### src/rtl/ics32_pkg.sv
// ---------------------------------------------------------
// shared definitions for the CPU peripheral fabric
// address map, region codes and decoder state encoding
// referenced by scoped name from every RTL module
// ---------------------------------------------------------

`default_nettype none

package ics32_pkg;

    // cpu address bus
    localparam int addr_width = 24;

    // top nibble of the address picks the region
    localparam int region_msb = 23;
    localparam int region_lsb = 20;

    localparam logic [3:0] ram_region    = 4'd0;
    localparam logic [3:0] status_region = 4'd1;
    localparam logic [3:0] dsp_region    = 4'd2;
    localparam logic [3:0] irq_region    = 4'd3;

    // 8KB of cpu ram as 32 bit words
    localparam int ram_words = 2048;

    // frame end and raster hit
    localparam int irq_count = 2;

    typedef enum logic [2:0] {
        region_ram,
        region_status,
        region_dsp,
        region_irq,
        region_none
    } region_t;

    typedef enum logic [1:0] {
        state_idle,
        state_access,
        state_respond,
        state_wait_release
    } decode_state_t;

endpackage

`default_nettype wire
### src/rtl/bus_arbiter.sv
// ---------------------------------------------------------
// drives the cpu ram port from the bus and returns the
// read word of the region that the decoder selected
// ---------------------------------------------------------

`default_nettype none

module bus_arbiter (
    input  wire                                         vdp_clk,
    input  wire                                         vdp_reset,
    input  wire ics32_pkg::region_t                     region_sel,
    input  wire                                         ram_en,
    input  wire [ics32_pkg::addr_width-1:0]             mem_addr,
    input  wire [31:0]                                  mem_wdata,
    input  wire [3:0]                                   mem_wstrb,
    input  wire [31:0]                                  ram_read_data,
    input  wire [31:0]                                  dsp_result,
    input  wire [1:0]                                   status,
    input  wire [ics32_pkg::irq_count-1:0]              irq_pending,
    output logic [$clog2(ics32_pkg::ram_words)-1:0]     ram_address,
    output logic                                        ram_cs,
    output logic [3:0]                                  ram_wstrb,
    output logic [31:0]                                 ram_write_data,
    output logic [31:0]                                 mem_rdata
);
    logic [31:0] read_word;

    // word address, byte offset dropped
    assign ram_address = mem_addr[$clog2(ics32_pkg::ram_words)+1:2];

    // ram reads whenever the address points into it,
    // so its word is ready one cycle before the region enable
    assign ram_cs = (mem_addr[ics32_pkg::region_msb:ics32_pkg::region_lsb]
        == ics32_pkg::ram_region);

    assign ram_wstrb = ram_en ? mem_wstrb : 4'b0000;
    assign ram_write_data = mem_wdata;

    always_comb begin
        case (region_sel)
            ics32_pkg::region_ram:    read_word = ram_read_data;
            ics32_pkg::region_status: read_word = 32'(status);
            ics32_pkg::region_dsp:    read_word = dsp_result;
            ics32_pkg::region_irq:    read_word = 32'(irq_pending);
            default:                  read_word = 32'h0;
        endcase
    end

    // captured at E1 and held through the ready cycle
    always_ff @(posedge vdp_clk) begin
        if (vdp_reset) begin
            mem_rdata <= 32'h0;
        end else begin
            mem_rdata <= read_word;
        end
    end

endmodule

`default_nettype wire

### config.mk
export PLATFORM = sky130hd
export DESIGN_NAME = bus_arbiter
export DESIGN_NICKNAME = d
export VERILOG_FILES = /design/src/rtl/ics32_pkg.sv /design/src/rtl/bus_arbiter.sv
export SDC_FILE = /design/constraint.sdc
export NUM_CORES = 1
export LEC_CHECK = 0
export BUFFER_PORTS_ARGS = -buffer_cell sky130_fd_sc_hd__buf_4
export CORE_AREA = 2 2 82 84
export CTS_CLUSTER_DIAMETER = 150
export DETAILED_ROUTE_END_ITERATION = 16
export DIE_AREA = 0 0 84 86
export GPL_TIMING_DRIVEN = 0
export HOLD_SLACK_MARGIN = 0.03
export MAX_ROUTING_LAYER = met4
export PLACE_DENSITY_LB_ADDON = 0.05
export SYNTH_ARGS = -nofsm -noshare
export SYNTH_HDL_FRONTEND = slang
export SYNTH_SLANG_ARGS = --single-unit
### constraint.sdc
create_clock -name vdp_clk -period 1.3 [get_ports vdp_clk]
set_clock_uncertainty 0.15 [all_clocks]
set_input_delay 0 -clock vdp_clk [delete_from_list [all_inputs] [get_ports vdp_clk]]
set_output_delay 0 -clock vdp_clk [all_outputs]
set_load 0.02 [all_outputs]
* After elaboration in Yosys (flattened, before gate mapping)
Index checks and enable logic that the tools add are counted.
** Storage, ports and cells
- Register bits :: 32
- Input bits :: 134
- Logic and storage cells :: 8
** Operators by class
- Equal/unequal tests :: 3
- Mux-type cells :: 2
- Reduce and logical (&&, ||, !) cells :: 2
** Operator list (number)
- $pmux W32 S4 :: 1
- $eq A3 B2 Y1 const B :: 2
- $logic_not A4 Y1 :: 1
- $mux W4 :: 1
- $eq A3 B1 Y1 const B :: 1
- $logic_not A3 Y1 :: 1

* Longest topological paths before layout
- Word-level depth :: 2
- Gate-level depth with buffers :: 3
- Gate-level depth less buffers :: 2

* Worst setup path before layout
OpenSTA, ideal clock, no wires.
- Path type :: in2reg
- Start :: input port region_sel[0]
- End :: register mem_rdata[0]
- Slack :: 397 ps
- Stages :: 2
- Data required time :: 1035 ps
- Arrival time :: 638 ps
- Cell sequence :: mux4_1 > nor3b_1
** Between the ends
- Cells in the longest elaborated chain, start to end :: 2
** Ends and longest elaborated chain
- start: declaration :: line bus_arbiter.sv:11 : input wire ics32_pkg::region_t region_sel,
- $eq A3 B2 Y1 (tied with other cells) :: line bus_arbiter.sv:40 : case (region_sel)
- $pmux W32 S4 * :: line bus_arbiter.sv:40
- end signal: assignment :: line bus_arbiter.sv:54 : mem_rdata <= read_word;
- end: declaration :: line bus_arbiter.sv:24 : output logic [31:0] mem_rdata
Mark *: on every way between the ends. The rest lies on a longest branch, timed or not.
A chain may end at the register's enable or synchronous reset.

* Worst setup path in the final report
- Start :: input port region_sel[1]
- End :: register mem_rdata[0]
Same word-level chain as after synthesis.

==> metrics.csv <==
metric,value,unit
status,finished clean,
Static Leak,1.75,nW
largest reg by FF count,mem_rdata,
Hold EP,mem_rdata[1],
cell area after synthesis,0.00141,sq mm
final setup fails,0,
cts repair resizes,0,
hold_sp,region_sel[1],
library cells used by synthesis,11,
"antenna viol nets, final",0,
YS warnings,0,
final WL,5.95,mm
largest net degree at the start of global routing,11,
top post-synthesis cells by area,"dfxtp_1, buf_4, a22o_1",
layout cells sized above 1,61.6,%
Critical Path Source Type,input pin,
Tot GR Track Use,16.4,%
Die Y,86,um
Starting DRT DRC Count,34,
area delta synth->final,144,%
"Req. time, crit path",1320,ps
Mean Syn Cell Area,11.6,sq um
CTS tree,built,
Initial Utilization,22.5,%
IO Count,214,
worst-margin pin slew,340,ps
Final Hold Fails,0,
fill count,555,
total number of vias,1743,
WL/cell,13.8,um
Final nets,487,
global-route wire length before repair,8.91,mm
worst path arrival time,1070,ps
Max clock buf depth,2,
min-delay worst type,input pin to flop,
Max Cap Viol,0,
die width,84,um
min Tclk post-route,1050,ps
register area share after synthesis,45.4,%
Ant. Diodes,0,
maximum fanout along the worst path,4,
Post-CTS Setup Bufs,0,
area share of the largest cell type after synthesis,45.4,%
Top Registers,mem_rdata x32,
syn nets,256,
Highest Clock Rate,0.956,GHz
Final period util,80.4,%
placed inst area,0.00272,sq mm
antenna violations before repair,0,
Worst-path clk slew,60,ps
Remaining DRCs,0,
kind of critical path,input pin to flop,
Max Slew Vio Count,0,
Site Rows,29,
Sink Count,32,
IO buf count,161,
max FFs per register,32,
Synth area leader,dfxtp_1,
H-Tree Depth,2,
synthesized instance count,122,
CTS Root Cell,clkbuf_8,
RSZ-0062 raised after global routing,false,
final non-filler cell total,431,
CP endpoint kind,flop,
power density cells,768,mW/mm^2
die area,0.00722,sq mm
Worst Hold Depth,3,
setup tns final,0,ps
Slew HR,77.3,%
Post-DP HPWL,4.44,mm
register bit total from synthesis,32,
Finished Cell Area,0.00344,sq mm
vias in the first global route,1855,
routed vias/inst,4.04,
core area,0.00628,sq mm
grt ovf,0,
CTS Buf Count,5,
GPL Wtd Cong,0.703,
Max VDD drop,472,uV
Post-Place Cells,360,
drt first pass iters,4,
## placed cells by master (no fill, tap or decap)
master and count:
a22o_1 30, and2_1 4, buf_2 3, buf_4 204, buf_6 3, clkbuf_1 2
clkbuf_8 6, dfxtp_1 32, dlygate4sd3_1 63, mux4_1 2, nor3b_1 2, nor4_1 1
nor4_2 1, nor4b_4 1
## what timing repair did
action                                  CTS  global route
hold buffers                             63             0
endpoints found under the setup margin    0             0
endpoints found under the hold margin    32             0
## worst max path at each step
stage / startpoint / end / slack (ps) / depth (start not counted)
after floorplan: region_sel[0] / mem_rdata[0] / 400 / 2
after global placement: region_sel[0] / mem_rdata[11] / 80 / 4
after detailed placement: region_sel[0] / mem_rdata[11] / 100 / 4
after CTS: region_sel[1] / mem_rdata[0] / 260 / 4
after global routing: region_sel[1] / mem_rdata[0] / 230 / 4
final: region_sel[1] / mem_rdata[0] / 250 / 4
## kinds of logic after synthesis
kind of cell | synth area share, %
buffers and inverters | 26.4
DFF | 45.4
muxes | 3.73
AOI/OAI and AO/OA | 18.6
and+or+nand+nor | 5.86
## per-stage QoR
| stage | utilization, % | power (mW) | worst slack, ps | hold slack [ps] |
|---|---|---|---|---|
| 2_1_floorplan | - | 1.35 | 397 | -74.9 |
| 5_1_grt | 54.7 | 2.77 | 226 | 49.5 |
| 3_5_place_dp | 43.3 | 1.73 | 101 | 47.4 |
| 3_3_place_gp | 43.3 | 1.73 | 75.3 | 47.4 |
| 6_report | 54.7 | 2.64 | 254 | 35.6 |
| 4_1_cts | 54.7 | 2.68 | 257 | 36.1 |
## power breakdown
| group | internal, mW | leakage (nW) | switching (mW) |
|---|---|---|---|
| logic | 0.534 | 1.44 | 0.309 |
| clock network | 0.431 | 0.0455 | 0.341 |
| registers | 1.01 | 0.261 | 0.00863 |
| total | 1.98 | 1.75 | 0.658 |
## routing by layer
layer	GRT usage (%)	up-vias	part of all wire, %
li1	-	855	-
met3	3.66	11	8.0
met1	14.2	764	30
met2	34.0	113	60
met4	5.87	0	2.2
met5	-	-	0
## worst max-delay path, stage by stage
cell and delay [ps]:
buf_4 110, dlygate4sd3_1 560, mux4_1 260, nor3b_1 140
## layout make-up
class,instances,area (sq um),area share (%)
well taps,77,96.3,2.80
repair buffers,224,1840,53.5
flip-flops and latches,32,641,18.6
clock buffers,8,90.1,2.62
multi-input cells,41,398,11.6
plain buffers,49,372,10.8
## cells in the mapped netlist
cell type,instances
a22o_1,30
and2_1,4
buf_2,3
buf_4,43
buf_6,3
dfxtp_1,32
mux4_1,2
nor3b_1,2
nor4_1,1
nor4_2,1
nor4b_4,1
Power figures use the tool's default switching activity.
