[src/rtl/ics32_pkg.sv]
// ---------------------------------------------------------
// shared definitions for the CPU peripheral fabric
// address map, region codes and decoder state encoding
// referenced by scoped name from every RTL module
// ---------------------------------------------------------

`default_nettype none

package ics32_pkg;

    // cpu address bus
    localparam int addr_width = 24;

    // top nibble of the address picks the region
    localparam int region_msb = 23;
    localparam int region_lsb = 20;

    localparam logic [3:0] ram_region    = 4'd0;
    localparam logic [3:0] status_region = 4'd1;
    localparam logic [3:0] dsp_region    = 4'd2;
    localparam logic [3:0] irq_region    = 4'd3;

    // 8KB of cpu ram as 32 bit words
    localparam int ram_words = 2048;

    // frame end and raster hit
    localparam int irq_count = 2;

    typedef enum logic [2:0] {
        region_ram,
        region_status,
        region_dsp,
        region_irq,
        region_none
    } region_t;

    typedef enum logic [1:0] {
        state_idle,
        state_access,
        state_respond,
        state_wait_release
    } decode_state_t;

endpackage

`default_nettype wire
[src/rtl/address_decoder.sv]
// ---------------------------------------------------------
// bus access FSM for the picorv32 memory interface
// classifies each access, pulses one region enable and
// answers with mem_ready two cycles after valid is seen
// ---------------------------------------------------------

`default_nettype none

module address_decoder (
    input  wire                                 vdp_clk,
    input  wire                                 vdp_reset,
    input  wire                                 mem_valid,
    input  wire [ics32_pkg::addr_width-1:0]     mem_addr,
    input  wire [3:0]                           mem_wstrb,
    output logic                                mem_ready,
    output ics32_pkg::region_t                  region_sel,
    output logic                                ram_en,
    output logic                                ram_write_en,
    output logic                                status_write_en,
    output logic                                dsp_write_en,
    output logic                                irq_write_en
);
    ics32_pkg::decode_state_t state;
    ics32_pkg::region_t region_next;
    logic write_q;
    logic access;

    always_comb begin
        case (mem_addr[ics32_pkg::region_msb:ics32_pkg::region_lsb])
            ics32_pkg::ram_region:    region_next = ics32_pkg::region_ram;
            ics32_pkg::status_region: region_next = ics32_pkg::region_status;
            ics32_pkg::dsp_region:    region_next = ics32_pkg::region_dsp;
            ics32_pkg::irq_region:    region_next = ics32_pkg::region_irq;
            default:                  region_next = ics32_pkg::region_none;
        endcase
    end

    always_ff @(posedge vdp_clk) begin
        if (vdp_reset) begin
            state <= ics32_pkg::state_idle;
            region_sel <= ics32_pkg::region_none;
            write_q <= 1'b0;
        end else begin
            case (state)
                ics32_pkg::state_idle: begin
                    // region and direction are held for the whole access
                    if (mem_valid) begin
                        region_sel <= region_next;
                        write_q <= |mem_wstrb;
                        state <= ics32_pkg::state_access;
                    end
                end
                ics32_pkg::state_access: begin
                    state <= ics32_pkg::state_respond;
                end
                ics32_pkg::state_respond: begin
                    state <= ics32_pkg::state_wait_release;
                end
                default: begin
                    // master must drop valid before the next access
                    if (!mem_valid) begin
                        state <= ics32_pkg::state_idle;
                    end
                end
            endcase
        end
    end

    assign access = (state == ics32_pkg::state_access);

    assign ram_en = access && (region_sel == ics32_pkg::region_ram);
    assign ram_write_en = ram_en && write_q;
    assign status_write_en = access && write_q && (region_sel == ics32_pkg::region_status);
    assign dsp_write_en = access && write_q && (region_sel == ics32_pkg::region_dsp);
    assign irq_write_en = access && write_q && (region_sel == ics32_pkg::region_irq);

    assign mem_ready = (state == ics32_pkg::state_respond);

    // ready only answers a pending request
    ready_needs_valid: assert property (@(posedge vdp_clk) disable iff (vdp_reset)
        mem_ready |-> mem_valid);

    // one ready pulse per access
    single_ready: assert property (@(posedge vdp_clk) disable iff (vdp_reset)
        (state == ics32_pkg::state_respond) |=> !mem_ready);

endmodule

`default_nettype wire

[config.mk]
export PLATFORM = sky130hd
export DESIGN_NAME = address_decoder
export DESIGN_NICKNAME = d
export VERILOG_FILES = /design/src/rtl/ics32_pkg.sv /design/src/rtl/address_decoder.sv
export SDC_FILE = /design/constraint.sdc
export NUM_CORES = 1
export LEC_CHECK = 0
export BUFFER_PORTS_ARGS = -buffer_cell sky130_fd_sc_hd__buf_4
export CAP_MARGIN = 25
export CORE_UTILIZATION = 28
export CTS_CLUSTER_SIZE = 28
export DETAILED_ROUTE_END_ITERATION = 8
export PLACE_DENSITY = 0.79
export SYNTH_ARGS = -nofsm -noshare
export SYNTH_HDL_FRONTEND = slang
export SYNTH_SLANG_ARGS = --single-unit
[constraint.sdc]
create_clock -name vdp_clk -period 1.3 [get_ports vdp_clk]
set_clock_uncertainty 0.1 [all_clocks]
set_input_delay 0.195 -clock vdp_clk [delete_from_list [all_inputs] [get_ports vdp_clk]]
set_output_delay 0.195 -clock vdp_clk [all_outputs]
set_load 0.05 [all_outputs]
=== After elaboration in Yosys (flattened, before gate mapping) ===
Cells that the tools add are included.

* Output and inout port bits: 9
* Register bits: 6
* Input port bits: 31
* Logic and storage cells: 29

* Equal/unequal tests: 10
* Multiplexer cells: 4
* Reduce and logical (&&, ||, !) cells: 12

{| class="wikitable"
|+ Operators with widths
! kind !! count
|-
| $pmux 3 s4 || 1
|-
| $eq 4x2->1 const B || 2
|-
| $eq 3x2->1 const B || 2
|-
| $logic_and 1x1->1 || 6
|-
| $pmux 2 s3 || 1
|-
| $eq 4x1->1 const B || 1
|-
| $logic_not 4->1 || 1
|-
| $mux 2 || 2
|-
| $ne 4x1->1 const B || 1
|-
| $reduce_and 2->1 || 2
|-
| $reduce_or 4->1 || 1
|-
| $eq 3x1->1 const B || 1
|-
| $logic_not 3->1 || 1
|-
| $eq 2x1->1 const B || 1
|-
| $eq 2x2->1 const B || 1
|-
| $logic_not 2->1 || 1
|-
| $ne 2x2->1 const B || 1
|}

=== Depth between registers and ports, before layout ===
* Depth after elaboration: 3
* Depth in mapped cells: 5
* Mapped depth without buffers: 5

=== Least setup slack after synthesis ===
No wires, ideal clock.

* Path type: reg-to-output
* From: reg region_sel[0]
* To: out ram_en
* Path buffers: 0
* Data required time: 1.005 ns
* Cell stages (with the launch flop): 2
* Data arrival time: 2.236 ns
* Setup slack: -1.231 ns
* Path through: dfxtp_1 > nor4b_1

* Longest elaborated chain between the ends: 2

{| class="wikitable"
|+ RTL lines
! what !! RTL line !! text
|-
| start: declaration || address_decoder.sv:16 || <nowiki>output ics32_pkg::region_t region_sel,</nowiki>
|-
| start signal: assignment || address_decoder.sv:41 || <nowiki>region_sel <= ics32_pkg::region_none;</nowiki>
|-
| start signal: assignment || address_decoder.sv:48 || <nowiki>region_sel <= region_next;</nowiki>
|-
| $logic_not 3->1 || address_decoder.sv:71 || <nowiki>assign ram_en = access && (region_sel == ics32_pkg::region_ram);</nowiki>
|-
| $logic_and 1x1->1 || address_decoder.sv:71 ||
|-
| end: declaration || address_decoder.sv:17 || <nowiki>output logic ram_en,</nowiki>
|}

Every way passes these cells.

=== Worst setup path in the final report ===
* From: reg state[1]
* To: reg state[0]

* Longest elaborated chain between the ends: 3
* Elaborated cells between the ends (all ways): 7
* Those cells by class: eq/ne (4); mux (1); reduce/logical (2)

{| class="wikitable"
|+ RTL lines
! what !! RTL line !! text
|-
| start: declaration || address_decoder.sv:23 || <nowiki>ics32_pkg::decode_state_t state;</nowiki>
|-
| start signal: assignment || address_decoder.sv:40 || <nowiki>state <= ics32_pkg::state_idle;</nowiki>
|-
| start signal: assignment || address_decoder.sv:50 || <nowiki>state <= ics32_pkg::state_access;</nowiki>
|-
| start signal: assignment || address_decoder.sv:54 || <nowiki>state <= ics32_pkg::state_respond;</nowiki>
|-
| $eq 2x2->1 (tied with other cells) || address_decoder.sv:44 || <nowiki>case (state)</nowiki>
|-
| $ne 4x1->1 (no source line) / $ne 2x2->1 (equally long branches) || - ||
|-
| $reduce_and 2->1 (no source line) || - ||
|}

Parallel ways exist; a longest one is shown, timed or not.
A chain may end at the register's enable or synchronous reset.

==> results.sh <==
export IMPL_regArea_um2=131
export IMPL_power_static_leakage_nw=0.357
export IMPL_tritoncts_clock_tree="done"
export IMPL_critical_path_startpoint_type="flop"
export IMPL_post_synth_top_area_fraction=0.329
export IMPL_fin_area_um2=812
export IMPL_remaining_drc_errors=0
export IMPL_drt_vias_per_instance=4.69
export IMPL_path_clk_slew_ns=0.04
export IMPL_fin_crit_ns=1.63
export IMPL_core_area_um2=1160
export IMPL_worstSetupEndpointType="flop"
export IMPL_syn_avg_cell_area_um2=8.50
export IMPL_run_status="finished, violations left"
export IMPL_synthXorXnorAreaFrac=0
export IMPL_synth_seq_cells=6
export IMPL_clkLatencyLatePin_ns=0.24
export IMPL_via_count_of_the_first_global_routing_pass=445
export IMPL_max_vdd_ir_drop_v=0.00147
export IMPL_layout_area_overhead_vs_synth_pct=122
export IMPL_cp_data_required_time_ns=1.32
export IMPL_failed_checks="setup timing"
export IMPL_vias=436
export IMPL_worst_slack_ns=-0.335
export IMPL_final_period_utilization=1.26
export IMPL_grt_start_max_net_pins=9
export IMPL_die_area_um2=1450
export IMPL_port_buffers=19
export IMPL_dp_cells=85
export IMPL_crit_path_arrival_time_ns=1.66
export IMPL_finish_net_count=117
export IMPL_detailedRoute_firstIterationViolations=5
export IMPL_globalplace_congestion=0.749
export IMPL_max_cap_violations=0
export IMPL_num_antenna_cells=0
export IMPL_ff2ff_path_depth=6
export IMPL_holdCritStartpoint="vdp_reset"
export IMPL_layout_cells_non_filler=93
export IMPL_synth_sequential_area_ratio=0.329
export IMPL_synth_adder_area_share=0.171
export IMPL_numCtsBuffers=3
export IMPL_worstMarginPinSlew_ns=0.239
export IMPL_dpl_cell_area_um2=684
export IMPL_cts_sink_count=6
export IMPL_synth_simple_gate_area_frac=0.284
export IMPL_worstSetupPathType="flop to flop"
export IMPL_yosysWarnings=0
export IMPL_maxClockFrequency_mhz=612
export IMPL_register_to_register_setup_slack_ns=-0.33
export IMPL_route_final_wire_length_um=1050
export IMPL_final_antenna_net_count=0
export IMPL_regToRegStartpoint="state[1]"
export IMPL_maximum_cell_stage_delay_along_the_critical_path_ns=0.35
export IMPL_slew_limit_headroom=0.836
export IMPL_floorplan_die_width_um=38.1
export IMPL_floorplan_initialDensity=0.316
export IMPL_synth_compound_area_share=0.0890
export IMPL_path_max_fanout=3
export IMPL_crit_path_top_delay_cell="sky130_fd_sc_hd__dfxtp_4"
export IMPL_cts_htree_levels=1
export IMPL_whs_path_depth=2
export IMPL_finalSetupViolCount=8
export IMPL_place_worst_setup_slack_ns=-0.186
export IMPL_filler_cell_count=82
export IMPL_multiInputGateArea_um2=335
export IMPL_netlist_top_cells_area="sky130_fd_sc_hd__dfxtp_1 33%, sky130_fd_sc_hd__ha_1 17%, sky130_fd_sc_hd__nor3_1 8.2%, sky130_fd_sc_hd__mux2i_1 5.5%, sky130_fd_sc_hd__a21oi_1 4.1%"
export IMPL_worst_hold_path_endpoint="region_sel[1]"
export IMPL_cts_hold_repair_buffers=0
export IMPL_critical_path_n_buffers_inverters=2
export IMPL_cts_root_to_sink_buffers=2
export IMPL_fin_setup_tns_ns=-2.24
export IMPL_synth_net_count=79
export IMPL_first_pass_grt_wire_length_um=1780
export IMPL_cpLargestDelayFamily="multiplexers"
export IMPL_syn_cell_area_um2=365
export IMPL_timing_rr_end="state[0]"
export IMPL_dieHeight_um=38.1
export IMPL_hold_ws_ns=0.0686
export IMPL_crit_path_cell_trace="buf_4, buf_6, ha_4, nor3_1, mux2i_1, mux2_1"
export IMPL_detail_route_first_pass_iterations=4
export IMPL_hp_class="input pin to flop"
export IMPL_power_density_nw_per_um2=1830
export IMPL_num_io_pins=40
export IMPL_final_max_slew_viol_count=0
export IMPL_gr_total_overflow=0
export IMPL_synth_cells=43
export IMPL_track_usage=0.179
export IMPL_grt_antenna_before_repair=0
export IMPL_post_synth_top_area_cell="sky130_fd_sc_hd__dfxtp_1"
export IMPL_synth_mux_area_fraction=0.0856
export IMPL_yosysUniqueCellTypes=16
export IMPL_final_hold_viol_count=0
export IMPL_num_rows=12
export IMPL_layout_drive_gt1_share=0.658
export IMPL_clock_tree_root_cell="sky130_fd_sc_hd__clkbuf_4"
export IMPL_rsz_0062_raised_after_global_routing="yes"
export IMPL_synth_top_family_by_area="simple AND/OR/NAND/NOR gates"
export IMPL_routed_wire_length_per_instance_um=11.3
## through the flow
stage	util	power [mW]
floorplan	-	0.763
global placement	0.592	1.02
detailed placement	0.592	1.04
CTS	0.665	1.35
global route	0.702	1.60
finish	0.702	1.49
## synthesized netlist by cell type
master                     count
sky130_fd_sc_hd__inv_1         4
sky130_fd_sc_hd__dfxtp_1       6
sky130_fd_sc_hd__ha_1          5
sky130_fd_sc_hd__nand3b_1      1
sky130_fd_sc_hd__mux2i_1       2
sky130_fd_sc_hd__nand2b_1      2
sky130_fd_sc_hd__a21oi_1       3
sky130_fd_sc_hd__nor4_1        1
sky130_fd_sc_hd__a211o_1       1
sky130_fd_sc_hd__nand2_1       3
sky130_fd_sc_hd__nor4b_1       1
sky130_fd_sc_hd__nor3_1        6
sky130_fd_sc_hd__nor2_1        4
sky130_fd_sc_hd__a311oi_1      1
sky130_fd_sc_hd__nand4_1       2
sky130_fd_sc_hd__mux2_1        1
## worst reg2reg max path, cell delays in order (launching register included)
cell and delay, ns:
sky130_fd_sc_hd__dfxtp_4 0.35, sky130_fd_sc_hd__buf_4 0.13, sky130_fd_sc_hd__buf_6 0.11, sky130_fd_sc_hd__ha_4 0.15, sky130_fd_sc_hd__nor3_1 0.21, sky130_fd_sc_hd__mux2i_1 0.15, sky130_fd_sc_hd__mux2_1 0.32
## how the worst max path moves through the flow
stage | startpoint | endpoint | slack [ns] | cells past startpoint
2_1_floorplan | state[1] | dsp_write_en | -0.35 | 4
3_3_place_gp | state[1] | dsp_write_en | -0.16 | 6
3_5_place_dp | state[1] | dsp_write_en | -0.19 | 6
4_1_cts | state[1] | ram_write_en | -0.32 | 6
5_1_grt | state[1] | state[0] | -0.42 | 6
6_report | state[1] | state[0] | -0.33 | 6
## state kept, by name, summed over array words and instances (netlist names)
| register | cells |
|---|---|
| state | 2 |
| write_q | 1 |
| region_sel | 3 |
## area by class of cell
type | count | area share
Timing Repair Buffer | 33 | 0.351
Tap cell | 14 | 0.0216
Clock buffer | 3 | 0.0277
Inverter | 4 | 0.0247
Sequential cell | 6 | 0.162
Multi-Input combinational cell | 33 | 0.413
## per-layer routing
layer | share of wire | global-route usage | vias up
met1 | 0.45 | 0.222 | 197
met2 | 0.51 | 0.297 | 14
met4 | 0 | 0.107 | 0
met5 | 0 | 0 | -
met3 | 0.039 | 0.0174 | 0
li1 | - | - | 225
## repair_timing
item / in CTS / in global routing
pin swaps: 1 / 1
hold endpoints to repair: 0 / 0
setup buffers: 2 / 3
resized for setup: 12 / 6
endpoints found under the setup margin: 9 / 10
## cell families after synthesis
logic type | Yosys count
compound gates | 5
fa+ha+maj | 5
simple gates | 20
mux | 3
flops | 6
buf+inv | 4
## where the power goes
group          total (mW)  internal [mW]  switching (mW)
combinational        1.00          0.539           0.465
sequential          0.315          0.256          0.0588
clock               0.167          0.104          0.0631
total                1.49          0.899           0.587
## cell usage in the layout, fill, tap and decap left out, types with 3 or more instances in the layout
master / count
sky130_fd_sc_hd__buf_4: 24
sky130_fd_sc_hd__buf_6: 8
sky130_fd_sc_hd__nor3_4: 4
sky130_fd_sc_hd__nor2_1: 4
sky130_fd_sc_hd__a21oi_1: 3
sky130_fd_sc_hd__ha_4: 3
sky130_fd_sc_hd__clkbuf_4: 3
sky130_fd_sc_hd__dfxtp_2: 3
No activity file was read; power rests on OpenSTA's default activity.
