**config.mk**
```make
export PLATFORM = sky130hd
export DESIGN_NAME = cpu_irq_control
export DESIGN_NICKNAME = d
export VERILOG_FILES = /design/src/rtl/ics32_pkg.sv /design/src/rtl/cpu_irq_control.sv
export SDC_FILE = /design/constraint.sdc
export NUM_CORES = 1
export LEC_CHECK = 0
export BUFFER_PORTS_ARGS = -buffer_cell sky130_fd_sc_hd__buf_2
export CAP_MARGIN = 20
export CORE_AREA = 4 4 41 43
export DETAILED_ROUTE_END_ITERATION = 10
export DIE_AREA = 0 0 45 47
export SLEW_MARGIN = 40
export SYNTH_ARGS = -nofsm -noshare
export SYNTH_HDL_FRONTEND = slang
export SYNTH_SLANG_ARGS = --single-unit
```
**constraint.sdc**
```tcl
create_clock -name vdp_clk -period 1.2 [get_ports vdp_clk]
set_clock_uncertainty 0.15 [all_clocks]
set_input_delay 0.24 -clock vdp_clk [delete_from_list [all_inputs] [get_ports vdp_clk]]
set_output_delay 0.24 -clock vdp_clk [all_outputs]
set_load 0.005 [all_outputs]
```
**src/rtl/ics32_pkg.sv**
```systemverilog
// ---------------------------------------------------------
// shared definitions for the CPU peripheral fabric
// address map, region codes and decoder state encoding
// referenced by scoped name from every RTL module
// ---------------------------------------------------------

`default_nettype none

package ics32_pkg;

    // cpu address bus
    localparam int addr_width = 24;

    // top nibble of the address picks the region
    localparam int region_msb = 23;
    localparam int region_lsb = 20;

    localparam logic [3:0] ram_region    = 4'd0;
    localparam logic [3:0] status_region = 4'd1;
    localparam logic [3:0] dsp_region    = 4'd2;
    localparam logic [3:0] irq_region    = 4'd3;

    // 8KB of cpu ram as 32 bit words
    localparam int ram_words = 2048;

    // frame end and raster hit
    localparam int irq_count = 2;

    typedef enum logic [2:0] {
        region_ram,
        region_status,
        region_dsp,
        region_irq,
        region_none
    } region_t;

    typedef enum logic [1:0] {
        state_idle,
        state_access,
        state_respond,
        state_wait_release
    } decode_state_t;

endpackage

`default_nettype wire
```
**src/rtl/cpu_irq_control.sv**
```systemverilog
// ---------------------------------------------------------
// interrupt controller for frame end and raster hit
// rising edges set pending bits, cpu writes of ones clear
// ---------------------------------------------------------

`default_nettype none

module cpu_irq_control (
    input  wire                                 vdp_clk,
    input  wire                                 vdp_reset,
    input  wire                                 frame_ended,
    input  wire                                 raster_hit,
    input  wire                                 irq_write_en,
    input  wire [31:0]                          mem_wdata,
    output logic [ics32_pkg::irq_count-1:0]     irq_pending,
    output logic [ics32_pkg::irq_count-1:0]     irq
);
    logic [ics32_pkg::irq_count-1:0] source;
    logic [ics32_pkg::irq_count-1:0] source_q;
    logic [ics32_pkg::irq_count-1:0] rising;
    logic [ics32_pkg::irq_count-1:0] ack_mask;

    // bit 0 frame, bit 1 raster
    assign source = {raster_hit, frame_ended};
    assign rising = source & ~source_q;

    assign ack_mask = irq_write_en ? mem_wdata[ics32_pkg::irq_count-1:0]
        : '0;

    always_ff @(posedge vdp_clk) begin
        if (vdp_reset) begin
            source_q <= '0;
            irq_pending <= '0;
        end else begin
            source_q <= source;
            // a fresh edge beats a clear in the same cycle
            irq_pending <= (irq_pending & ~ack_mask) | rising;
        end
    end

    // level interrupts straight from the pending bits
    assign irq = irq_pending;

endmodule

`default_nettype wire

```
Word-level counts from Yosys, hierarchy flattened
Index checks and enable logic that the tools add are counted.
- muxes and demuxes: 1
- bitwise gates (word level): 5
- operator list (kind ; count):
    bitwise AND 2 bit ; 2
    NOT 2 bit ; 2
    two-way mux 2 bit ; 1
    OR 2 bit ; 1
- register bits after elaboration: 4
- bits of input ports: 37
- output and inout bits: 4

Logic depth before layout (Yosys ltp)
Gate-level depths: netlist (run 1).
- word-level depth: 4
- mapped depth: 2
- depth with buffers taken out: 2

Worst setup path after synthesis (run 1)
No wires, ideal clock.
- path type: register to register
- from: register irq_pending (netlist bit irq[0])
- to: register irq_pending (netlist bit irq[0])
- arrival: 0.642 ns
- data required time: 0.980 ns
- path slack: 0.339 ns
- cell stages (with the launch flop): 3
- cells stage by stage: dfxtp_1 -> a21bo_1 -> a21oi_1
- word-level cells in the longest chain between the ends: 2
- ends and longest elaborated chain (item ; RTL line ; source):
    from (decl) ; cpu_irq_control.sv:15 ; output logic [ics32_pkg::irq_count-1:0] irq_pending,
    from (signal assigned) ; cpu_irq_control.sv:37 ; irq_pending <= (irq_pending & ~ack_mask) | rising;
    bitwise AND 2 bit ; cpu_irq_control.sv:37 ;
    OR 2 bit ; cpu_irq_control.sv:37 ;
No other way between the ends.
A chain may end at the register's enable or synchronous reset.

Final worst setup path (run 1)
- from: register irq_pending (netlist bit irq[0])
- to: output irq_pending[0] (netlist name)
No word-level cell between the ends.

==> results by group, run 1 <==
Critical path
  • Critical Path Slowest Stage Cell: dfxtp_1
  • CP delay by family, top: flip-flops
  • Reg2Reg Capture Point: irq[1]$_SDFF_PP0_
  • Critical path type: reg2out
  • CP Capture Type: primary output
  • R2R Path Start: irq[1]$_SDFF_PP0_
  • Worst Setup EP: irq_pending[0]
  • Worst Setup Start Kind: register
  • Worst R2R Setup Slack: between 0.3 and 0.4 ns
  • Crit path DAT: a little under 0.7 ns
  • Reg2Reg Depth: 2
  • WP buf/inv: 1
  • CP Data Required Time: between 0.8 and 0.9 ns
  • CP max FO: 3
  • CP startpoint: irq[0]$_SDFF_PP0_
  • CP peak stage delay: around 0.33 ns
  • Levels on crit path: 1
  • Crit-path cells: buf_2

Placement
  • Placed Area: 204 µm²
  • Port bufs: 10
  • RePlAce Congestion: around 0.67

Floorplanning
  • Row cnt: 13
  • Die ar.: about 0.0021 mm²
  • Die H: between 40 and 50 µm
  • Num ports: between 40 and 50
  • Core region area: approximately 0.0013 mm²
  • Initial Util: 11.5%
  • Die width: around 45 µm

Yosys
  • Combinational family with the most area after synthesis: compound AO/OA/AOI/OAI gates
  • Multiplexer share of the synthesized area: 0%
  • Synth top area share: a little over half
  • Post-synth top area cell: dfxtp_1
  • Count leader, synth: dfxtp_1
  • YS warnings: 0
  • Post-Syn Area: 150 µm²
  • Xor and xnor fraction of the mapped netlist area: 0%
  • Area contributors post-synth: dfxtp_1, a21bo_1, buf_4, nand2b_1, nor2b_1
  • Post-Synth Simple-Gate Area: between 10% and 20%
  • Syn Nets: a little over 50
  • Primary FF master, synth: dfxtp_1
  • Synthesized-area fraction occupied by adder cells: 0%
  • Post-synthesis sequential area ratio: between 50% and 60%
  • Post-synth EDFFs: 0
  • Library cells used by synthesis: 6
  • Mean Syn Cell Area: roughly 11 µm²
  • Compound-Gate Fraction of Synth Area: between 20% and 30%
  • Asr flop ratio synth: 0%
  • Synth Instances: 14
  • Yosys reg bits: 4

CTS
  • CTS Buf Count: 3
  • CTS Buffer Depth: 2
  • Root Driver: clkbuf_4
  • # Post-CTS Setup Buffers: 0
  • Hold-fix buffers, CTS: 0
  • CTS resizes: 0
  • CTS tree: done
  • H-tree Lvls: 1
  • # clock sinks: 4
  • Clock latency on the worst-skew pair: 0.23 ns
  • Worst-path clk slew: around 0.04 ns

Pwr
  • Max VDD drop: roughly 0.00054 V
  • P_sw: 67.8 µW
  • Sw frac: between 15 and 20%
  • Power density over the cells: between 1500 and 2000 mW/mm²
  • Share of power burned in registers: between 40 and 50%
  • Static leakage: around 0.00011 µW
  • Clock share of power: around 47%
  • Pint: ~280 µW
  • Overall power: between 300 and 400 µW
  • Comb power frac: approximately a tenth

GRT
  • Vias in the first global route: about 140
  • Overall Global Routing Usage: between 4 and 5%
  • Largest net degree at the start of global routing: 5
  • Initial antenna violation count: 0
  • First-pass GRT wire length: 531 µm
  • GR Overflow Total: 0

Timing
  • Final Hold Vio Count: 0
  • Min cycle time layout: roughly 1.1 ns
  • Maximum clock rate: ~930 MHz
  • Slew @ Worst Pin: 0.101 ns
  • Setup tns final: 0 ns
  • Fin crit share: between 80% and 90%
  • Slew Viols, Final: 0
  • Rel. slew slack: roughly 93%
  • RSZ-0062 raised after global routing: no
  • Setup violators final: 0
  • Min Hold Slack: about 0.059 ns

Drt
  • Routed len/inst: 8.33 µm
  • Via density: ~3.2
  • Final wirelength: 333 µm
  • DRC viols: 0
  • Routed Antenna Nets: 0
  • First-pass iteration count of the detailed router: 2
  • DR vias: between 100 and 150
  • 1st-iter DRT viols: 4

Finish
  • Design Area, Final: between 200 and 250 µm²
  • Total Nets Final: 64
  • Layout area overhead: 50.8%
  • Fin util: between 10% and 20%
  • ANT cells: 0
  • Fraction of layout cells with a size suffix above 1: 52.0%

Flow run
  • Max Cap Violations: 0

Min path
  • Worst min-delay path category: in2reg

Status
  • Status: finished clean
-- kinds of logic after synthesis --
family	after synthesis
and+or+nand+nor	4
buffers and inverters	2
DFF	4
AOI/OAI and AO/OA	4
-- registers in the layout (all words and copies together), names as in the netlist --
signal    cells
source_q      2
irq           2
-- worst min path at each step --
stage / from / endpoint / slack [ns] / depth (start not counted)
finish: vdp_reset / irq[0]$_SDFF_PP0_ / 0.06 / 2
global route: vdp_reset / source_q[0]$_SDFF_PP0_ / 0.06 / 2
CTS: vdp_reset / irq[0]$_SDFF_PP0_ / 0.06 / 2
detailed placement: vdp_reset / irq[0]$_SDFF_PP0_ / 0.30 / 2
global placement: vdp_reset / irq[1]$_SDFF_PP0_ / 0.30 / 2
floorplan: vdp_reset / irq[0]$_SDFF_PP0_ / 0.16 / 1
-- stage by stage --
stage	setup WS (ns)	std cells
floorplan	0.339	14
global placement	0.334	37
detailed placement	0.320	37
CTS	0.111	40
global route	0.0646	40
finish	0.128	40
-- layer usage --
metal	vias up	wire length, µm	GRT usage [%]	share of wire, %
met5	-	0	0	0
met4	0	0	3.51	0
met3	0	86	7.28	26
met2	13	109	4.80	33
met1	46	137	3.63	41
li1	67	-	-	-
-- final cells by class --
| type | count | area, µm² |
|---|---|---|
| Clock buffer | 3 | 22.5 |
| Fill cell | 151 | 1070 |
| Multi-Input combinational cell | 8 | 55.1 |
| Sequential cell | 4 | 80.1 |
| Tap cell | 15 | 18.8 |
| Timing Repair Buffer | 10 | 50.0 |
-- layout by cell type (no fill, tap or decap) --
cell and instances:
a21bo_1 2, clkbuf_4 3, buf_2 10, nor2b_1 2
dfxtp_1 4, nand2b_1 2, a21oi_1 2
-- power groups by stage --
| stage | Combinational [µW] | Sequential, µW | Clock, µW |
|---|---|---|---|
| 2_1_floorplan | 19.3 | 148 | 0 |
| 3_3_place_gp | 36.1 | 148 | 0 |
| 3_5_place_dp | 36.7 | 148 | 0 |
| 4_1_cts | 37.0 | 146 | 171 |
| 5_1_grt | 40.8 | 147 | 187 |
| 6_report | 35.7 | 146 | 162 |
Note: power is estimated with default switching activity, not from simulation.
==> inputs of run 2 (changes only) <==
--- a/config.mk
+++ b/config.mk
@@ -10,6 +10,7 @@
 export CORE_AREA = 4 4 41 43
 export DETAILED_ROUTE_END_ITERATION = 10
 export DIE_AREA = 0 0 45 47
+export PLACE_DENSITY = 0.58
 export SLEW_MARGIN = 40
 export SYNTH_ARGS = -nofsm -noshare
 export SYNTH_HDL_FRONTEND = slang
==> results by group, run 2 (same netlist as run 1, synthesis figures left out) <==
Drt
  • Via density: 3.13
  • DR vias: ~130
  • Routed Antenna Nets: 0
  • Final wirelength: ~320 µm
  • Routed len/inst: roughly 8.1 µm
  • First-pass iteration count of the detailed router: 1
  • DRC viols: 0
  • 1st-iter DRT viols: 0

Finish
  • Filler cells: between 150 and 200
  • Total Nets Final: 64
  • Commonest non-fill, non-tap cell in the layout: buf_2
  • Most frequent cells in the layout: buf_2, dfxtp_1, clkbuf_4
  • ANT cells: 0
  • Layout area overhead: 50.8%
  • Fraction of layout cells with a size suffix above 1: between 50% and 60%

Placement
  • Post-Place Setup Slack: about 0.34 ns
  • Port bufs: 10
  • RePlAce Congestion: approximately 0.52

Critical path
  • CP delay by family, top: flip-flops
  • CP max FO: 3
  • Crit-path cells: buf_2
  • Levels on crit path: 1
  • Worst R2R Setup Slack: around 0.34 ns
  • Reg2Reg Capture Point: irq[0]$_SDFF_PP0_
  • Worst Setup EP: irq_pending[1]
  • CP Capture Type: primary output
  • Critical path type: reg2out
  • CP peak stage delay: roughly 0.32 ns
  • Crit path DAT: about 0.66 ns
  • Reg2Reg Depth: 2
  • R2R Path Start: irq[0]$_SDFF_PP0_
  • CP Data Required Time: 0.81 ns
  • WP buf/inv: 1
  • CP startpoint: irq[1]$_SDFF_PP0_
  • Worst Setup Start Kind: register
  • Critical Path Slowest Stage Cell: dfxtp_1

Floorplanning
  • Die H: approximately 47 µm
  • Initial Util: 11.5%
  • Num ports: 41
  • Die width: around 45 µm
  • Die ar.: ~0.0021 mm²
  • Core region area: between 0.001 and 0.0015 mm²
  • Row cnt: 13

Timing
  • Setup ws final: about 0.15 ns
  • Final Hold Vio Count: 0
  • Slew Viols, Final: 0
  • Min cycle time layout: about 1.1 ns
  • Rel. slew slack: a little over nine tenths
  • Setup violators final: 0
  • RSZ-0062 raised after global routing: no
  • Setup tns final: 0 ns
  • Maximum clock rate: between 900 and 1000 MHz
  • Slew @ Worst Pin: 0.0933 ns
  • Fin crit share: between 80% and 90%

GRT
  • Largest net degree at the start of global routing: 5
  • Overall Global Routing Usage: around 4.2%
  • Vias in the first global route: about 140
  • First-pass GRT wire length: about 520 µm
  • GR Overflow Total: 0
  • Initial antenna violation count: 0

CTS
  • Worst-path clk slew: about 0.04 ns
  • Hold-fix buffers, CTS: 0
  • Clock latency on the worst-skew pair: between 0.2 and 0.25 ns
  • CTS tree: done
  • H-tree Lvls: 1
  • # Post-CTS Setup Buffers: 0
  • CTS Buffer Depth: 2
  • # clock sinks: 4
  • CTS resizes: 0
  • CTS Buf Count: 3
  • Root Driver: clkbuf_4

Min path
  • Worst min-delay path category: in2reg

Flow run
  • Max Cap Violations: 0

Pwr
  • Power density over the cells: ~1500 mW/mm²
  • Max VDD drop: roughly 0.00015 V
  • Static leakage: 0.000113 µW

Status
  • Status: finished clean
-- run 2: cell counts in the layout (fill, tap and decap cells not counted) --
No cell type changed its count.
-- run 2: final cells by class --
type                    count  area (µm²)  area share (%)
clock buffers               3        22.5            9.94
multi-input cells           8        55.1            24.3
flip-flops and latches      4        80.1            35.4
well taps                  15        18.8            8.29
repair buffers             10        50.0            22.1
-- run 2: how the worst min path moves through the flow --
stage / slack, ns / to / start / depth (start not counted)
floorplan: 0.16 / irq[0]$_SDFF_PP0_ / vdp_reset / 1
global placement: 0.30 / irq[1]$_SDFF_PP0_ / vdp_reset / 2
detailed placement: 0.30 / irq[0]$_SDFF_PP0_ / vdp_reset / 2
CTS: 0.06 / irq[1]$_SDFF_PP0_ / vdp_reset / 2
global route: 0.07 / source_q[1]$_SDFF_PP0_ / vdp_reset / 2
finish: 0.06 / irq[1]$_SDFF_PP0_ / vdp_reset / 2
-- run 2: power breakdown --
group          switching (µW)  internal [µW]
logic                    13.0           22.1
registers                3.04            142
clock network            50.9            112
-- run 2: through the flow --
| stage | cell area, µm² | instances | utilization, % | power (µW) | hold WS [ns] |
|---|---|---|---|---|---|
| finish | 226 | 40 | 17.4 | 343 | 0.0629 |
| floorplan | 150 | 14 | - | 168 | 0.159 |
| detailed placement | 204 | 37 | 15.7 | 184 | 0.305 |
| global route | 226 | 40 | 17.4 | 365 | 0.0735 |
| global placement | 204 | 37 | 15.7 | 183 | 0.300 |
| CTS | 226 | 40 | 17.4 | 356 | 0.0556 |
-- run 2: routing by layer --
layer	vias to the layer above	global-route usage (%)	share of wire (%)	wire, µm
li1	66	-	-	-
met1	50	3.41	32	104
met2	9	5.08	43	138
met3	0	4.21	25	80
met4	0	5.26	0	0
met5	-	0	0	0
==> inputs of run 3 (changes only) <==
--- a/config.mk
+++ b/config.mk
@@ -7,9 +7,9 @@
 export LEC_CHECK = 0
 export BUFFER_PORTS_ARGS = -buffer_cell sky130_fd_sc_hd__buf_2
 export CAP_MARGIN = 20
-export CORE_AREA = 4 4 41 43
+export CORE_AREA = 3 3 40 42
 export DETAILED_ROUTE_END_ITERATION = 10
-export DIE_AREA = 0 0 45 47
+export DIE_AREA = 0 0 43 45
 export PLACE_DENSITY = 0.58
 export SLEW_MARGIN = 40
 export SYNTH_ARGS = -nofsm -noshare
==> results by group, run 3 (same netlist as run 1, synthesis figures left out) <==
Status
  • Status: finished clean

Finish
  • Commonest non-fill, non-tap cell in the layout: buf_2
  • Layout area overhead: 50.8%
  • Design Area, Final: roughly 230 µm²
  • Fraction of layout cells with a size suffix above 1: a little over half
  • Total Nets Final: 64
  • ANT cells: 0
  • Filler cells: roughly 150
  • Most frequent cells in the layout: buf_2, dfxtp_1, clkbuf_4
  • Final non-filler cell total: 40

Timing
  • Min cycle time layout: around 1.1 ns
  • RSZ-0062 raised after global routing: no
  • Slew Viols, Final: 0
  • Min Hold Slack: ~0.061 ns
  • Setup violators final: 0
  • Setup tns final: 0 ns
  • Fin crit share: between 80% and 90%
  • Final Hold Vio Count: 0
  • Setup ws final: 0.137 ns
  • Maximum clock rate: ~940 MHz
  • Rel. slew slack: between 90% and 100%
  • Slew @ Worst Pin: just under 0.1 ns

CTS
  • Clock latency on the worst-skew pair: about 0.23 ns
  • H-tree Lvls: 1
  • # clock sinks: 4
  • Root Driver: clkbuf_4
  • CTS tree: done
  • CTS Buffer Depth: 2
  • CTS Buf Count: 3
  • CTS resizes: 0
  • # Post-CTS Setup Buffers: 0
  • Worst-path clk slew: 0.04 ns
  • Hold-fix buffers, CTS: 0

Min path
  • Worst min-delay path category: in2reg
  • Hold Path End: irq[1]$_SDFF_PP0_
  • Hold Path Origin: vdp_reset
  • Worst hold stages: 2

Pwr
  • Static leakage: between 0.0001 and 0.00015 µW
  • Max VDD drop: around 0.00045 V
  • Power density over the cells: between 1500 and 2000 mW/mm²

Critical path
  • CP Capture Type: primary output
  • CP startpoint: irq[0]$_SDFF_PP0_
  • CP Data Required Time: a little over 0.8 ns
  • Reg2Reg Capture Point: irq[0]$_SDFF_PP0_
  • R2R Path Start: irq[0]$_SDFF_PP0_
  • Worst Setup Start Kind: register
  • CP delay by family, top: flip-flops
  • Worst R2R Setup Slack: 0.32 ns
  • Critical path type: reg2out
  • Critical Path Slowest Stage Cell: dfxtp_1
  • Crit-path cells: buf_2
  • CP max FO: 3
  • Crit path DAT: 0.67 ns
  • Reg2Reg Depth: 2
  • CP peak stage delay: about 0.33 ns
  • WP buf/inv: 1

Floorplanning
  • Die width: between 40 and 50 µm
  • Num ports: 41
  • Row cnt: 13
  • Die H: around 45 µm
  • Initial Util: 11.7%
  • Core region area: ~0.0013 mm²
  • Die ar.: a little under 0.002 mm²

Drt
  • First-pass iteration count of the detailed router: 2
  • DRC viols: 0
  • Routed Antenna Nets: 0
  • Via density: about 3.0
  • Routed len/inst: 7.00 µm
  • Final wirelength: approximately 280 µm
  • 1st-iter DRT viols: 1
  • DR vias: 120

GRT
  • Vias in the first global route: around 130
  • Largest net degree at the start of global routing: 5
  • First-pass GRT wire length: roughly 580 µm
  • Initial antenna violation count: 0
  • Overall Global Routing Usage: under 10%
  • GR Overflow Total: 0

Flow run
  • Max Cap Violations: 0

Placement
  • Port bufs: 10
  • Inst Count DP: 37
  • Placed Area: between 200 and 250 µm²
  • Post-Place Setup Slack: between 0.3 and 0.4 ns
  • RePlAce Congestion: about 0.63
run 3: cell counts in the layout (fill, tap and decap cells not counted):
Identical to the previous run, type by type.
run 3: where the power goes:
part	total (µW)	internal (µW)	switching (µW)
Clock	160	111	48.2
Sequential	146	142	3.42
Combinational	35.7	22.1	13.6
run 3: worst max path at each step:
| stage | cells past startpoint | end |
|---|---|---|
| 2_1_floorplan | 2 | irq[0]$_SDFF_PP0_ |
| 3_3_place_gp | 2 | irq[0]$_SDFF_PP0_ |
| 3_5_place_dp | 2 | irq[0]$_SDFF_PP0_ |
| 4_1_cts | 1 | irq[0] |
| 5_1_grt | 1 | irq[0] |
| 6_report | 1 | irq[0] |
run 3: area by class of cell:
cell class / count / area, µm² / share of cell area, %
flip-flops and latches: 4 / 80.1 / 35.4
well taps: 15 / 18.8 / 8.29
repair buffers: 10 / 50.0 / 22.1
clock buffers: 3 / 22.5 / 9.94
multi-input cells: 8 / 55.1 / 24.3
run 3: per-stage QoR:
step	utilization, %	total power [µW]
floorplan	-	168
global placement	15.9	183
detailed placement	15.9	184
CTS	17.6	351
global route	17.6	376
finish	17.6	341
run 3: layer usage:
layer / vias up / track usage (%) / share of wire (%)
met2: 11 / 3.89 / 19
li1: 67 / - / -
met5: - / 0 / 0
met4: 0 / 1.81 / 0
met3: 0 / 7.17 / 18
met1: 42 / 5.77 / 63
